## config.mk

```make
export PLATFORM = sky130hd
export DESIGN_NAME = render_8_pixels
export DESIGN_NICKNAME = d
export VERILOG_FILES = /design/src/logic/ppu_render_pkg.sv /design/src/logic/render_8_pixels.sv
export SDC_FILE = /design/constraint.sdc
export NUM_CORES = 1
export LEC_CHECK = 0
export BUFFER_PORTS_ARGS = -buffer_cell sky130_fd_sc_hd__buf_2
export CAP_MARGIN = 10
export CORE_UTILIZATION = 49
export DETAILED_ROUTE_END_ITERATION = 6
export HOLD_SLACK_MARGIN = 0.03
export PLACE_DENSITY = 0.86
export SYNTH_ARGS = -nofsm -noshare
export SYNTH_HDL_FRONTEND = slang
export SYNTH_SLANG_ARGS = --single-unit
```

## constraint.sdc

```tcl
create_clock -name clk -period 5.7 [get_ports clk]
set_input_delay 1.71 -clock clk [delete_from_list [all_inputs] [get_ports clk]]
set_output_delay 1.71 -clock clk [all_outputs]
set_load 0.005 [all_outputs]
```

## src/logic/ppu_render_pkg.sv

```systemverilog
package ppu_render_pkg;

	// Frame buffer address is {row[7:0], col[7:0]}
	localparam int FB_ADDR_BITS = 16;

	// One aligned tile row per job
	localparam int PIXELS_PER_RUN = 8;

	// Sprite attribute bits
	localparam int ATTR_FLIP_BIT = 6;
	localparam int ATTR_BEHIND_BIT = 5;

	// Control register 2 enable bits
	localparam int CTRL_BG_EN_BIT = 3;
	localparam int CTRL_SPR_EN_BIT = 4;

	// Screen row or column, 9 bits wide
	typedef logic [8:0] vga_coord_t;

	// One palette byte per pixel
	typedef logic [7:0] pixel_t;

	// Four colour bytes, byte n picked by index n
	typedef logic [31:0] palette_word_t;

	// One plane of one tile row
	typedef logic [7:0] pattern_t;

	// Sprite source, 56 bits
	typedef struct packed {
		pattern_t pattern_low;
		pattern_t pattern_high;
		logic [7:0] attr;
		palette_word_t colors;
	} sprite_src_t;

	// Background source, 48 bits
	typedef struct packed {
		pattern_t pattern_low;
		pattern_t pattern_high;
		palette_word_t colors;
	} bg_src_t;

	// Frame buffer write payload, 26 bits, paired with a write enable level
	typedef struct packed {
		vga_coord_t row;
		vga_coord_t col;
		pixel_t data;
	} fb_write_t;

	typedef enum logic {
		RENDER_IDLE,
		RENDER_DRAW
	} render_state_t;

endpackage

```

## src/logic/render_8_pixels.sv

```systemverilog
`timescale 1ns/1ps

module render_8_pixels import ppu_render_pkg::*; (
	input logic clk,
	input logic rst,
	input vga_coord_t start_row,
	input vga_coord_t start_col,
	input logic start,
	input logic [63:0] pixel_row,
	output fb_write_t render_wr,
	output logic render_we,
	output logic busy
);

	render_state_t state;

	// Offset of the pixel now on the bus
	// start_col is held by the caller for the whole run
	vga_coord_t pos_idx;
	logic last_pos;
	logic [2:0] next_pos;

	assign pos_idx = render_wr.col - start_col;
	assign last_pos = (pos_idx == vga_coord_t'(PIXELS_PER_RUN - 1));
	assign next_pos = pos_idx[2:0] + 3'd1;

	assign busy = (state == RENDER_DRAW);

	// State and write enable
	always_ff @(posedge clk or negedge rst) begin
		if (!rst) begin
			state <= RENDER_IDLE;
			render_we <= 1'b0;
		end else begin
			case (state)
				RENDER_IDLE: begin
					// First write goes out on the same edge as busy
					if (start) begin
						state <= RENDER_DRAW;
						render_we <= 1'b1;
					end else begin
						render_we <= 1'b0;
					end
				end
				RENDER_DRAW: begin
					// Eighth pixel was on the bus, wrap up
					if (last_pos) begin
						state <= RENDER_IDLE;
						render_we <= 1'b0;
					end else begin
						render_we <= 1'b1;
					end
				end
				default: begin
					state <= RENDER_IDLE;
					render_we <= 1'b0;
				end
			endcase
		end
	end

	// Address and data
	always_ff @(posedge clk) begin
		if (state == RENDER_IDLE) begin
			if (start) begin
				render_wr.row <= start_row;
				render_wr.col <= start_col;
				render_wr.data <= pixel_row[PIXELS_PER_RUN * 8 - 1 -: 8];
			end
		end else if (!last_pos) begin
			render_wr.col <= render_wr.col + 1'b1;
			// ~next_pos is 7 - next_pos, the byte slot of that pixel
			render_wr.data <= pixel_row[{~next_pos, 3'b000} +: 8];
		end
	end

endmodule

```

# --- Yosys cells after proc, flatten, opt, wreduce, memory -nomap -nowiden ---
# Index checks and enable logic that the tools add are counted.
classes:
  bitwise_logic: 2
  n_mux: 6
  shifts: 1
  n_eq_ne: 2
  n_reduce_logical: 3
  n_addsub: 3
op_table:
  columns: ["cell", "count"]
  rows:
  - ["$shiftx A64 B7 Y8", 1]
  - ["$mux W17", 3]
  - ["$add A9 B1 Y9 const B", 1]
  - ["$eq A9 B3 Y1 const B", 1]
  - ["$sub A9 B9 Y9", 1]
  - ["$reduce_and A2 Y1", 2]
  - ["$add A3 B1 Y3 const B", 1]
  - ["$not A3 Y3", 1]
  - ["$mux W1", 2]
  - ["$ne A2 B2 Y1 const B", 1]
  - ["$pmux W1 S2", 1]
  - ["$reduce_bool A2 Y1", 1]
  - ["$not A1 Y1", 1]
word_totals:
  regBits: 27
  elab_cells: 21
  output_inout_bits: 28

# --- Longest topological paths before layout ---
# Gate-level depths: netlist of the first run.
depth:
  ltp_word: 6
  ltp_mapped: 11
  depth_no_buf: 10

# --- Worst setup path after synthesis of the first run ---
# No wires, ideal clock.
synth_timing:
  path_type: "input -> register"
  start: "input start_col[0]"
  end: "register render_wr[0] (netlist bit), enable pin"
  arrival_time_ns: 4.081
  setup_slack_ns: 1.216
  setup_ns: 0.403
  stages: 8
  path_buffers: 0
  path_cell_list: "ha_1 > fa_1 > or2b_1 > a21oi_1 > a211o_1 > a21oi_1 > xnor2_1 > a31oi_1"
synth_via:
  elab_chain_cells: 4
synth_lines:
  columns: ["item", "line_no", "source"]
  rows:
  - ["start: declaration", "render_8_pixels.sv:7", "input vga_coord_t start_col,"]
  - ["$sub A9 B9 Y9", "render_8_pixels.sv:23", "assign pos_idx = render_wr.col - start_col;"]
  - ["$eq A9 B3 Y1", "render_8_pixels.sv:24", "assign last_pos = (pos_idx == vga_coord_t'(PIXELS_PER_RUN - 1));"]
  - ["$ne A2 B2 Y1 (no source line)", null, null]
  - ["$reduce_and A2 Y1 (no source line)", null, null]
  - ["end: declaration", "render_8_pixels.sv:10", "output fb_write_t render_wr,"]
# Every way passes these cells.
# A chain may end at the register's enable or synchronous reset.

# --- Worst setup path after layout of the first run ---
layout_timing:
  start: "input start_col[0]"
  end: "register render_wr[4] (netlist bit), data pin"
layout_via:
  elab_chain_cells: 6
layout_lines:
  columns: ["item", "line_no", "source"]
  rows:
  - ["$sub A9 B9 Y9", "render_8_pixels.sv:23", null]
  - ["$add A3 B1 Y3", "render_8_pixels.sv:25", "assign next_pos = pos_idx[2:0] + 3'd1;"]
  - ["$not A3 Y3", "render_8_pixels.sv:73", "render_wr.data <= pixel_row[{~next_pos, 3'b000} +: 8];"]
  - ["$shiftx A64 B7 Y8", "render_8_pixels.sv:73", null]
  - ["$mux W17", "render_8_pixels.sv:70", "end else if (!last_pos) begin"]
  - ["$mux W17", "render_8_pixels.sv:64", "if (state == RENDER_IDLE) begin"]
# Every way passes these cells. The select of a mux whose other input is x is not followed.

==> results.md, run 1 <==
- Clock latency on the worst-skew pair: 270 ps
- Die W: 68.2 um
- Chip height: 68.2 um
- Fin Clk Skew: 2.41 ps
- Cell count after synthesis: 192
- Die Area: 4650 um2
- Drt pass-1 iters: 4
- Slew Limit Fails: 0
- Switching share of total power: 41.0%
- Worst Hold Depth: 2
- CTS Buf Count: 3
- Seq cells post-synth: 27
- Via density: 5.64
- PostCTS Resize Cnt: 0
- Largest net degree at the start of global routing: 31
- Clock transition at path regs: 100 ps
- H-tree level count: 1
- Post-synth top cells: edfxtp_1 (26), mux2i_1 (17), nor2_1 (17)
- WS Path Type: in2reg
- Avg Inst Size Synth: 11.2 um2
- Dpl hpwl: 4460 um
- Min cycle time layout: 4450 ps
- Switching power: 706 uW
- Post-route setup slack: 1250 ps
- Initial antenna violation count: 0
- Post-synth EDFFs: 26
- # setup viols final: 0
- FFs w/ async S/R, synth: 3.70%
- Fin. Hold Viols: 0
- NumNets Final: 400
- Logic pwr share: 69.9%
- Hold EP: render_wr[15]$_DFFE_PP_
- Worst endpoint required time: 5730 ps
- Row cnt: 23
- CTS tree: done
- Area share of the largest cell type after synthesis: 36.3%
- CP arrival: 4490 ps
- Core Box Area: 4120 um2
- RSZ-0062 raised after global routing: false
- Internal power: 1.02 mW
- Port-buffer cells: 112
- Top FF cell, synth: edfxtp_1
- Clock Sinks: 27
- Setup_tns: 0 ps
- Vias in the first global route: 1899
- Ant diodes: 0
- Worst R2R End: render_wr[4]$_DFFE_PP_
- Kind of end point of the critical path: register
- Global placement routability congestion: 0.882
- R2r worst-path depth: 9
- Post-route ant nets: 0
- Clock root buffer: clkbuf_8
- Wire length per cell: 16.0 um
- Residual DRC count: 0
- Post-synth top area cell: edfxtp_1
- Top cells by area, synth: edfxtp_1 (36%), mux4_1 (9.8%), mux2i_1 (7.9%), ha_1 (6.4%), mux2_2 (4.2%)
- Cts hold-fix bufs: 0
- Setup crit start kind: primary input
- Worst hold path type: reg2reg
- Reg2Reg Setup Slack: 2280 ps
- Vias: 1986
- Most common cell in the netlist: edfxtp_1
- Maxcap violations: 0
- # fillers: 330
- Peak VDD IR: 0.000327 V
- Global-route wire length before repair: 8300 um
- CP Max Fanout: 14
- Power Density: 617 nW/um2
- Share of layout cells above drive strength 1: 43.7%
- Hold path start: render_wr[15]$_DFFE_PP_
- Mapped cell area: 2150 um2
- Pin slew with the least headroom to its limit: 1050 ps
- Total congestion overflow: 0
- Total wire length: 5620 um
- Setup WS pre-CTS: 930 ps
- R2R Path Start: render_wr[8]$_DFFE_PP_
- Syn_nets: 289
- Clock power share: 6.6%
- Synth cell types: 38
- Outcome: finished clean
- Top Ports: 113
- Post-synthesis sequential area ratio: 37.5%
- Overall Global Routing Usage: 24.2%
- Final worst path period share: 78.1%
- Initial Util: 52.2%
- Post-CTS Setup Bufs: 0
- Area grow syn2layout: 29.8%
- Iteration-0 DRC count of the detailed router: 103
- Sequential Power Share: 23.5%
- Worst rel slew slack: 30.0%
- Highest clock rate: 224 MHz
- CTS Buffer Depth: 2
- Leakage: 1.31 nW
- Synth Warn #: 0
- Fin Hold WS: 754 ps
==> worst max-delay path by stage <==
stage / depth (start not counted) / slack, ps / startpoint / endpoint
3_5_place_dp: 9 / 930 / start_col[0] / render_wr[4]$_DFFE_PP_
4_1_cts: 9 / 1220 / start_col[0] / render_wr[4]$_DFFE_PP_
5_1_grt: 9 / 1070 / start_col[0] / render_wr[6]$_DFFE_PP_
3_3_place_gp: 9 / 1120 / start_col[0] / render_wr[4]$_DFFE_PP_
2_1_floorplan: 8 / 1220 / start_col[0] / render_wr[0]$_DFFE_PP_
6_report: 9 / 1250 / start_col[0] / render_wr[4]$_DFFE_PP_
==> sequential cells by signal, indices dropped and copies added (netlist names) <==
signal / cells
render_wr: 26
busy: 1
==> cells by family after synthesis <==
family,synth area share (%)
AOI/OAI and AO/OA,8.45
and+or+nand+nor,12.8
buffers and inverters,4.89
muxes,22.6
adders and majority gates,7.34
DFF,37.5
xor gates and xnor gates,6.41
==> cell usage in the layout, fill, tap and decap left out, drive strengths merged, types with 2 or more instances in the layout <==
cell	synthesis	final
nand3	8	8
xnor2	9	9
a21oi	13	13
xor2	5	5
mux2	9	9
buf	4	114
nand2	8	8
nor4	2	2
a221oi	8	8
mux4	8	8
edfxtp	26	26
clkbuf	4	3
nor2b	10	10
mux2i	17	17
ha	11	11
inv	14	14
nor3	2	2
o21ai	3	3
nor2	19	19
==> metrics by stage <==
step / std cells / utilization, % / instance area [um2] / total power [mW]
floorplan: 192 / - / 2150 / 1.37
global placement: 348 / 66.6 / 2740 / 1.55
detailed placement: 348 / 66.6 / 2740 / 1.61
CTS: 352 / 67.8 / 2790 / 1.72
global route: 352 / 67.8 / 2790 / 1.86
finish: 352 / 67.8 / 2790 / 1.72
==> critical path: stages <==
cell and delay [ps]:
buf_2 110, ha_1 580, inv_1 140, ha_1 270
xnor2_2 660, buf_4 360, mux2i_1 240, a221oi_1 120
mux2_2 290
==> final cells by class <==
cell class                      count  area [um2]  area share (%)
Clock buffer                        3        41.3            1.48
Clock inverter                      1        7.51           0.269
Inverter                           14        52.6            1.88
Multi-Input combinational cell    143        1240            44.6
Sequential cell                    27         806            28.9
Tap cell                           50        62.6            2.24
Timing Repair Buffer              114         576            20.6
==> routing by layer <==
metal / wire, um / GRT usage, %
met1: 2200 / 28.1
met2: 2910 / 43.6
met3: 324 / 3.17
met4: 196 / 10.9
met5: 0 / 0
==> power by group through the flow <==
stage / logic [mW] / registers, mW / clock network (mW)
finish: 1.20 / 0.404 / 0.114
global route: 1.33 / 0.414 / 0.121
CTS: 1.20 / 0.404 / 0.114
detailed placement: 1.20 / 0.408 / 0
global placement: 1.14 / 0.406 / 0
floorplan: 0.971 / 0.397 / 0
(Power assumes the default switching activity.)
==> run 2: changes to the inputs <==
--- a/config.mk
+++ b/config.mk
@@ -5,12 +5,13 @@
 export SDC_FILE = /design/constraint.sdc
 export NUM_CORES = 1
 export LEC_CHECK = 0
+export ABC_AREA = 1
 export BUFFER_PORTS_ARGS = -buffer_cell sky130_fd_sc_hd__buf_2
 export CAP_MARGIN = 10
-export CORE_UTILIZATION = 49
+export CORE_UTILIZATION = 42
 export DETAILED_ROUTE_END_ITERATION = 6
 export HOLD_SLACK_MARGIN = 0.03
-export PLACE_DENSITY = 0.86
+export PLACE_DENSITY = 0.77
 export SYNTH_ARGS = -nofsm -noshare
 export SYNTH_HDL_FRONTEND = slang
 export SYNTH_SLANG_ARGS = --single-unit
==> constraint.sdc (replaced) <==
create_clock -name clk -period 3.7 [get_ports clk]
set_input_delay 1.11 -clock clk [delete_from_list [all_inputs] [get_ports clk]]
set_output_delay 1.11 -clock clk [all_outputs]
set_load 0.005 [all_outputs]
==> run 2 against run 1 <==
Effect of this change: synthesized cell count is 54% higher; sequential share of layout area is 1.4 points lower; largest power group unchanged; via count is 18% higher; largest cell class unchanged; combinational power is 74% higher; sequential power is 63% higher; global-route usage is 3.4 points lower; highest routed layer unchanged; worst hold slack worse by 180 ps.
==> results.md, run 2 <==
- Via density: 4.93 (-13%)
- Synth Warn #: 0 (unchanged)
- Worst R2R End: render_wr[5]$_DFFE_PP_
- Top Ports: 113 (unchanged)
- Global-route wire length before repair: 9110 um (+9.7%)
- Syn_nets: 392 (+36%)
- Leakage: 1.49 nW (+14%)
- Top delay family on crit path: adder cells
- NumNets Final: 502 (+26%)
- PostCTS Resize Cnt: 0 (unchanged)
- CP Depth: 9 (unchanged)
- Seq cells post-synth: 27 (unchanged)
- Synth cell types: 29 (-24%)
- Pin slew with the least headroom to its limit: 580 ps (-470 ps)
- # fillers: 511 (+55%)
- Post-route setup slack: 623 ps (-623 ps)
- Ant diodes: 0 (unchanged)
- Area share of the largest cell type after synthesis: 34.5% (-1.8 points)
- Peak VDD IR: 0.000531 V (+62%)
- Worst rel slew slack: 61.3% (+31 points)
- Residual DRC count: 0 (unchanged)
- Clock root buffer: clkbuf_8
- CP arrival: 3120 ps (-1370 ps)
- Crit path to: render_wr[5]$_DFFE_PP_
- Fin Clk Skew: 3.87 ps (+1.46 ps)
- Port-buffer cells: 112 (unchanged)
- CP Cell Sequence: buf_2 > ha_1 > fa_1 > inv_1 > ha_1 > xor2_4 > o211ai_1 > o211ai_2 > o21ai_1
- Global placement routability congestion: 0.809 (-8.3%)
- Mapped cell area: 2260 um2 (+5.4%)
- Setup WS pre-CTS: 315 ps (-615 ps)
- Commonest non-fill, non-tap cells in the layout: buf_2 (112), nand2_1 (59), inv_1 (40), nor2_1 (39), o21ai_0 (30)
- FFs w/ async S/R, synth: 3.70% (unchanged)
- Slew Limit Fails: 0 (unchanged)
- Overall Global Routing Usage: 20.7% (-3.4 points)
- CTS Buffer Depth: 2 (unchanged)
- Initial Util: 44.0% (-8.2 points)
- Setup_tns: 0 ps (unchanged)
- RSZ-0062 raised after global routing: false
- Kind of end point of the critical path: register
- Final worst path period share: 83.2%
- CP Max Fanout: 16 (+2)
- Top FF cell, synth: edfxtp_1
- Wire length per cell: 12.0 um (-25%)
- Most used cell, CP: ha_1
- Dpl hpwl: 4500 um (+0.98%)
- CTS Buf Count: 3 (unchanged)
- Fin. Hold Viols: 0 (unchanged)
- R2R Path Start: render_wr[8]$_DFFE_PP_
- Post-synth top area cell: edfxtp_1
- Max reg flops: 26 (unchanged)
- Outcome: finished clean
- Power Density: 1000 nW/um2 (+62%)
- CP max stage delay: 530 ps (-130 ps)
- H-tree level count: 1 (unchanged)
- Row cnt: 26 (+13%)
- Clock transition at path regs: 100 ps (about the same)
- WS Path Type: in2reg
- Biggest register: render_wr
- Die Area: 5690 um2 (+22%)
- Placed Area: 2880 um2 (+5.2%)
- Clock latency on the worst-skew pair: 280 ps (about the same)
- Post-synth top cells: nand2_1 (59), inv_1 (40), nor2_1 (39)
- Initial antenna violation count: 0 (unchanged)
- Cell count after synthesis: 295 (+54%)
- Fin area: 2930 um2 (+5.1%)
- Setup crit start kind: primary input
- Worst setup startpoint: start_col[0]
- Min cycle time layout: 3080 ps
- Iteration-0 DRC count of the detailed router: 105 (+1.9%)
- Vias: 2339 (+18%)
- Worst hold path type: in2async
- Post-route ant nets: 0 (unchanged)
- Cts hold-fix bufs: 0 (unchanged)
- CP max-delay cell: xor2_4
- Worst endpoint required time: 3740 ps (-1990 ps)
- Post-CTS Setup Bufs: 0 (unchanged)
- Commonest non-fill, non-tap cell in the layout: buf_2
- Vias in the first global route: 2185 (+15%)
- R2r worst-path depth: 9 (unchanged)
- Most common cell in the netlist: nand2_1
- Top cells by area, synth: edfxtp_1 (34%), nand2_1 (9.8%), inv_1 (6.6%), o21ai_0 (6.6%), nor2_1 (6.5%)
- Maxcap violations: 0 (unchanged)
- Largest net degree at the start of global routing: 41 (+32%)
- Core Box Area: 5140 um2 (+25%)
- Die W: 75.4 um (+11%)
- Buf+Inv Stages, Crit Path: 2 (-1)
- Clock Sinks: 27 (unchanged)
- Avg Inst Size Synth: 7.67 um2 (-31%)
- Share of layout cells above drive strength 1: 34.7% (-9.1 points)
- Reg2Reg Setup Slack: 1060 ps (-1220 ps)
- Chip height: 75.4 um (+11%)
- Post-synth EDFFs: 26 (unchanged)
- Fin Hold WS: 579 ps (-175 ps)
- Area grow syn2layout: 29.5%
- Post-synthesis sequential area ratio: 35.6% (-1.9 points)
- Total congestion overflow: 0 (unchanged)
- Highest clock rate: 325 MHz
- CTS tree: done
- Total wire length: 5700 um (+1.3%)
- Drt pass-1 iters: 4 (unchanged)
- # setup viols final: 0 (unchanged)
==> run 2: changes by cell type after synthesis, moves of 13 or more <==
cell	before	now
nor2_1	17	39
o211ai_1	1	14
inv_1	14	40
mux2i_1	17	0
nand2_1	8	59
o21ai_0	3	30
==> run 2: cell type report <==
| cell class | count | area (um2) | area share [%] |
|---|---|---|---|
| Multi-Input combinational cell | 214 | 1230 | 41.9 |
| Sequential cell | 27 | 806 | 27.5 |
| Timing Repair Buffer | 118 | 606 | 20.7 |
| Inverter | 41 | 154 | 5.25 |
| Tap cell | 70 | 87.6 | 2.99 |
| Clock buffer | 3 | 41.3 | 1.41 |
| Clock inverter | 1 | 7.51 | 0.256 |
==> run 2: power breakdown <==
part / total (mW) / switching (mW) / internal (mW)
clock network: 0.180 / 0.103 / 0.0768
registers: 0.660 / 0.0864 / 0.573
logic: 2.09 / 1.24 / 0.850
total: 2.93 / 1.43 / 1.50
==> run 2: through the flow <==
| step | utilization (%) | total power [mW] | cells |
|---|---|---|---|
| 6_report | 57.0 | 2.93 | 474 |
| 5_1_grt | 57.0 | 3.26 | 474 |
| 4_1_cts | 57.0 | 2.95 | 474 |
| 3_5_place_dp | 56.1 | 2.77 | 470 |
| 3_3_place_gp | 56.1 | 2.70 | 470 |
| 2_1_floorplan | - | 2.32 | 295 |
==> run 2: worst register-to-register path: stages, from the launching register on <==
cell and delay (ps):
edfxtp_1 430, inv_1 80, ha_1 190, fa_1 480
inv_1 40, ha_1 250, xor2_4 530, o211ai_1 200
o211ai_2 100, o21ai_1 80
==> run 2: cell families (layout without fill, tap and decap cells) <==
family          after synthesis  after routing  share of synthesized area (%)
simple gates                118            118                           21.2
compound gates               79             79                           23.4
buf+inv                      54            163                           10.1
flops                        27             27                           35.6
fa+ha+maj                    12             12                           6.97
xor+xnor                      5              5                           2.76
==> run 2: how the worst min path moves through the flow <==
stage,from,endpoint,depth (start not counted)
3_5_place_dp,render_wr[8]$_DFFE_PP_,render_wr[8]$_DFFE_PP_,1
3_3_place_gp,render_wr[13]$_DFFE_PP_,render_wr[13]$_DFFE_PP_,2
5_1_grt,rst,busy$_DFF_PN0_,1
4_1_cts,rst,busy$_DFF_PN0_,1
6_report,rst,busy$_DFF_PN0_,1
2_1_floorplan,render_wr[13]$_DFFE_PP_,render_wr[13]$_DFFE_PP_,2
==> run 2: routing by layer <==
layer,vias up,share of wire [%],global-route usage [%],wire (um)
li1,1221,-,-,-
met1,1000,41,24.5,2340
met2,109,51,39.3,2900
met3,9,6.4,1.85,365
met4,0,1.6,7.00,90
met5,-,0,0,0
==> run 3: changes to the inputs <==
--- a/config.mk
+++ b/config.mk
@@ -5,10 +5,10 @@
 export SDC_FILE = /design/constraint.sdc
 export NUM_CORES = 1
 export LEC_CHECK = 0
-export ABC_AREA = 1
+export ABC_AREA = 0
 export BUFFER_PORTS_ARGS = -buffer_cell sky130_fd_sc_hd__buf_2
 export CAP_MARGIN = 10
-export CORE_UTILIZATION = 42
+export CORE_UTILIZATION = 41
 export DETAILED_ROUTE_END_ITERATION = 6
 export HOLD_SLACK_MARGIN = 0.03
 export PLACE_DENSITY = 0.77
==> constraint.sdc (replaced) <==
create_clock -name clk -period 2.5 [get_ports clk]
set_input_delay 0.75 -clock clk [delete_from_list [all_inputs] [get_ports clk]]
set_output_delay 0.75 -clock clk [all_outputs]
set_load 0.005 [all_outputs]
==> run 3 against run 2 <==
Effect of this change: the run now ends with negative setup slack left; worst setup slack got worse by 860 ps; sequential power grew 31%; clock power increased by 46%; worst hold slack got worse by 350 ps; count of clock-buffer cells in the layout unchanged; routed wire length shrank 0.88%; power increased by 61%; highest routed layer unchanged.
==> results.md, run 3 (same netlist as run 1, synthesis figures left out) <==
- Pin slew with the least headroom to its limit: 696 ps (+116 ps)
- Global-route wire length before repair: 8800 um (-3.4%)
- Core Box Area: 4880 um2 (-5.1%)
- Worst hold path type: in2async
- Area grow syn2layout: 47.4%
- Peak VDD IR: 0.00106 V (+99%)
- Iteration-0 DRC count of the detailed router: 88 (-16%)
- Fin area: 3170 um2 (+8.1%)
- Chip height: 74.4 um (-1.4%)
- Final worst path period share: 110%
- Leakage: 1.47 nW (-1.2%)
- Post-route ant nets: 0 (unchanged)
- Residual DRC count: 0 (unchanged)
- Outcome: complete, but fails checks
- Vias: 2023 (-14%)
- Row cnt: 25 (-3.8%)
- RSZ-0062 raised after global routing: true
- Total wire length: 5650 um (-0.88%)
- Kind of end point of the critical path: register
- CP Cell Sequence: buf_8 > ha_4 > fa_2 > inv_2 > ha_4 > nand3_2 > nor4_2 > o211ai_1 > nor4_2 > a31oi_4 > buf_12
- CP max-delay cell: nor4_2
- R2r worst-path depth: 11 (+2)
- Global placement routability congestion: 0.920 (+14%)
- Commonest non-fill, non-tap cells in the layout: buf_2 (111), buf_4 (26), edfxtp_1 (26), nor2_1 (17), mux2i_1 (15)
- # setup viols final: 26 (+26)
- Min cycle time layout: 2740 ps
- Max reg flops: 26 (unchanged)
- Power Density: 1500 nW/um2 (+49%)
- H-tree level count: 1 (unchanged)
- Share of layout cells above drive strength 1: 51.8% (+17 points)
- Largest net degree at the start of global routing: 30 (-27%)
- CTS Buffer Depth: 2 (unchanged)
- Die W: 74.4 um (-1.4%)
- Port-buffer cells: 112 (unchanged)
- Top Ports: 113 (unchanged)
- Via density: 5.10 (+3.3%)
- CTS tree: done
- Die Area: 5530 um2 (-2.7%)
- Fin Clk Skew: 10.1 ps (+6.25 ps)
- Maxcap violations: 0 (unchanged)
- Clock latency on the worst-skew pair: 280 ps (about the same)
- Initial antenna violation count: 0 (unchanged)
- Total congestion overflow: 0 (unchanged)
- Drt pass-1 iters: 4 (unchanged)
- Clock root buffer: clkbuf_8
- CP Max Fanout: 12 (-4)
- Clock Sinks: 27 (unchanged)
- Overall Global Routing Usage: 20.8% (+0.091 points)
- CP max stage delay: 440 ps (-90 ps)
- Initial Util: 44.0% (about the same)
- Dpl hpwl: 4490 um (-0.24%)
- Failing checks: negative setup slack
- Vias in the first global route: 1967 (-10%)
- Wire length per cell: 14.2 um (+18%)
- Setup crit start kind: primary input
- Ant diodes: 0 (unchanged)
- NumNets Final: 428 (-15%)
- WS Path Type: in2reg
- Number of placed instances, taps included: 392 (-17%)
- Placed Area: 3060 um2 (+6.3%)
- Slew Limit Fails: 0 (unchanged)
- CP arrival: 2790 ps (-330 ps)
- Biggest register: render_wr
- Non-Filler Instances: 397 (-16%)
- Worst rel slew slack: 53.5% (-7.8 points)
- Fin. Hold Viols: 0 (unchanged)
- Highest clock rate: 365 MHz
- CTS Buf Count: 3 (unchanged)
- Post-route setup slack: -240 ps (-863 ps)
- Commonest non-fill, non-tap cell in the layout: buf_2
- Clock transition at path regs: 90 ps (about the same)
- Worst endpoint required time: 2550 ps (-1190 ps)
==> run 3: cell types whose count changed in the layout (fill, tap and decap cells not counted), moves of 11 or more <==
| cell | change |
|---|---|
| buf_4 | +20 |
| inv_1 | -27 |
| o21ai_0 | -27 |
| mux2i_1 | +15 |
| o211ai_1 | -13 |
| nor2_1 | -22 |
| nand2_1 | -51 |
| o22ai_1 | -11 |
==> run 3: routing by layer <==
layer / up-vias / track usage [%] / share of wire (%)
met2: 63 / 37.4 / 52
met3: 10 / 3.39 / 3.9
met1: 954 / 25.9 / 43
met5: - / 0 / 0
li1: 996 / - / -
met4: 0 / 5.24 / 1.4
==> run 3: power by group <==
group | internal [mW] | switching [mW]
registers | 0.770 | 0.0941
clock network | 0.113 | 0.149
logic | 2.06 | 1.55
==> run 3: final timing paths <==
kind	startpoint	to	slack, ps
min	rst	busy$_DFF_PN0_	230
min reg2reg	render_wr[16]$_DFFE_PP_	render_wr[16]$_DFFE_PP_	750
min in group clk	start_row[1]	render_wr[18]$_DFFE_PP_	650
max in group asynchronous	rst	busy$_DFF_PN0_	2180
max reg2reg	render_wr[8]$_DFFE_PP_	render_wr[5]$_DFFE_PP_	-200
max	start_col[0]	render_wr[5]$_DFFE_PP_	-240
==> run 3: timing repair <==
item | 4_1_cts | 5_1_grt
buffers inserted | 1 | 0
pin swaps | 7 | 4
endpoints found under the setup margin | 26 | 26
hold buffers | 0 | 0
gates resized for setup | 8 | 2
==> run 3: worst max-delay path, delay by kind of cell <==
kind                       cells  cell delay [ps]
AOI/OAI and AO/OA              2              300
and+or+nand+nor                3              670
adders and majority gates      3              720
buffers and inverters          3              350
==> run 3: stage by stage <==
stage / util (%) / hold slack, ps / TNS [ps] / total power, mW / worst slack (ps)
5_1_grt: 64.9 / 220 / -7780 / 5.08 / -322
4_1_cts: 64.7 / 226 / -6690 / 4.74 / -288
6_report: 64.9 / 232 / -5790 / 4.74 / -240
3_5_place_dp: 62.8 / 531 / -15310 / 4.32 / -616
3_3_place_gp: 62.8 / 526 / -14160 / 4.25 / -575
2_1_floorplan: - / 454 / -9230 / 3.26 / -432
==> run 3: area by class of cell <==
class | count | area (um2)
fillers | 396 | 1710
multi-input cells | 143 | 1340
repair buffers | 142 | 837
flip-flops and latches | 27 | 806
well taps | 67 | 83.8
inverters | 14 | 52.6
clock buffers | 3 | 41.3
clock inverters | 1 | 7.51
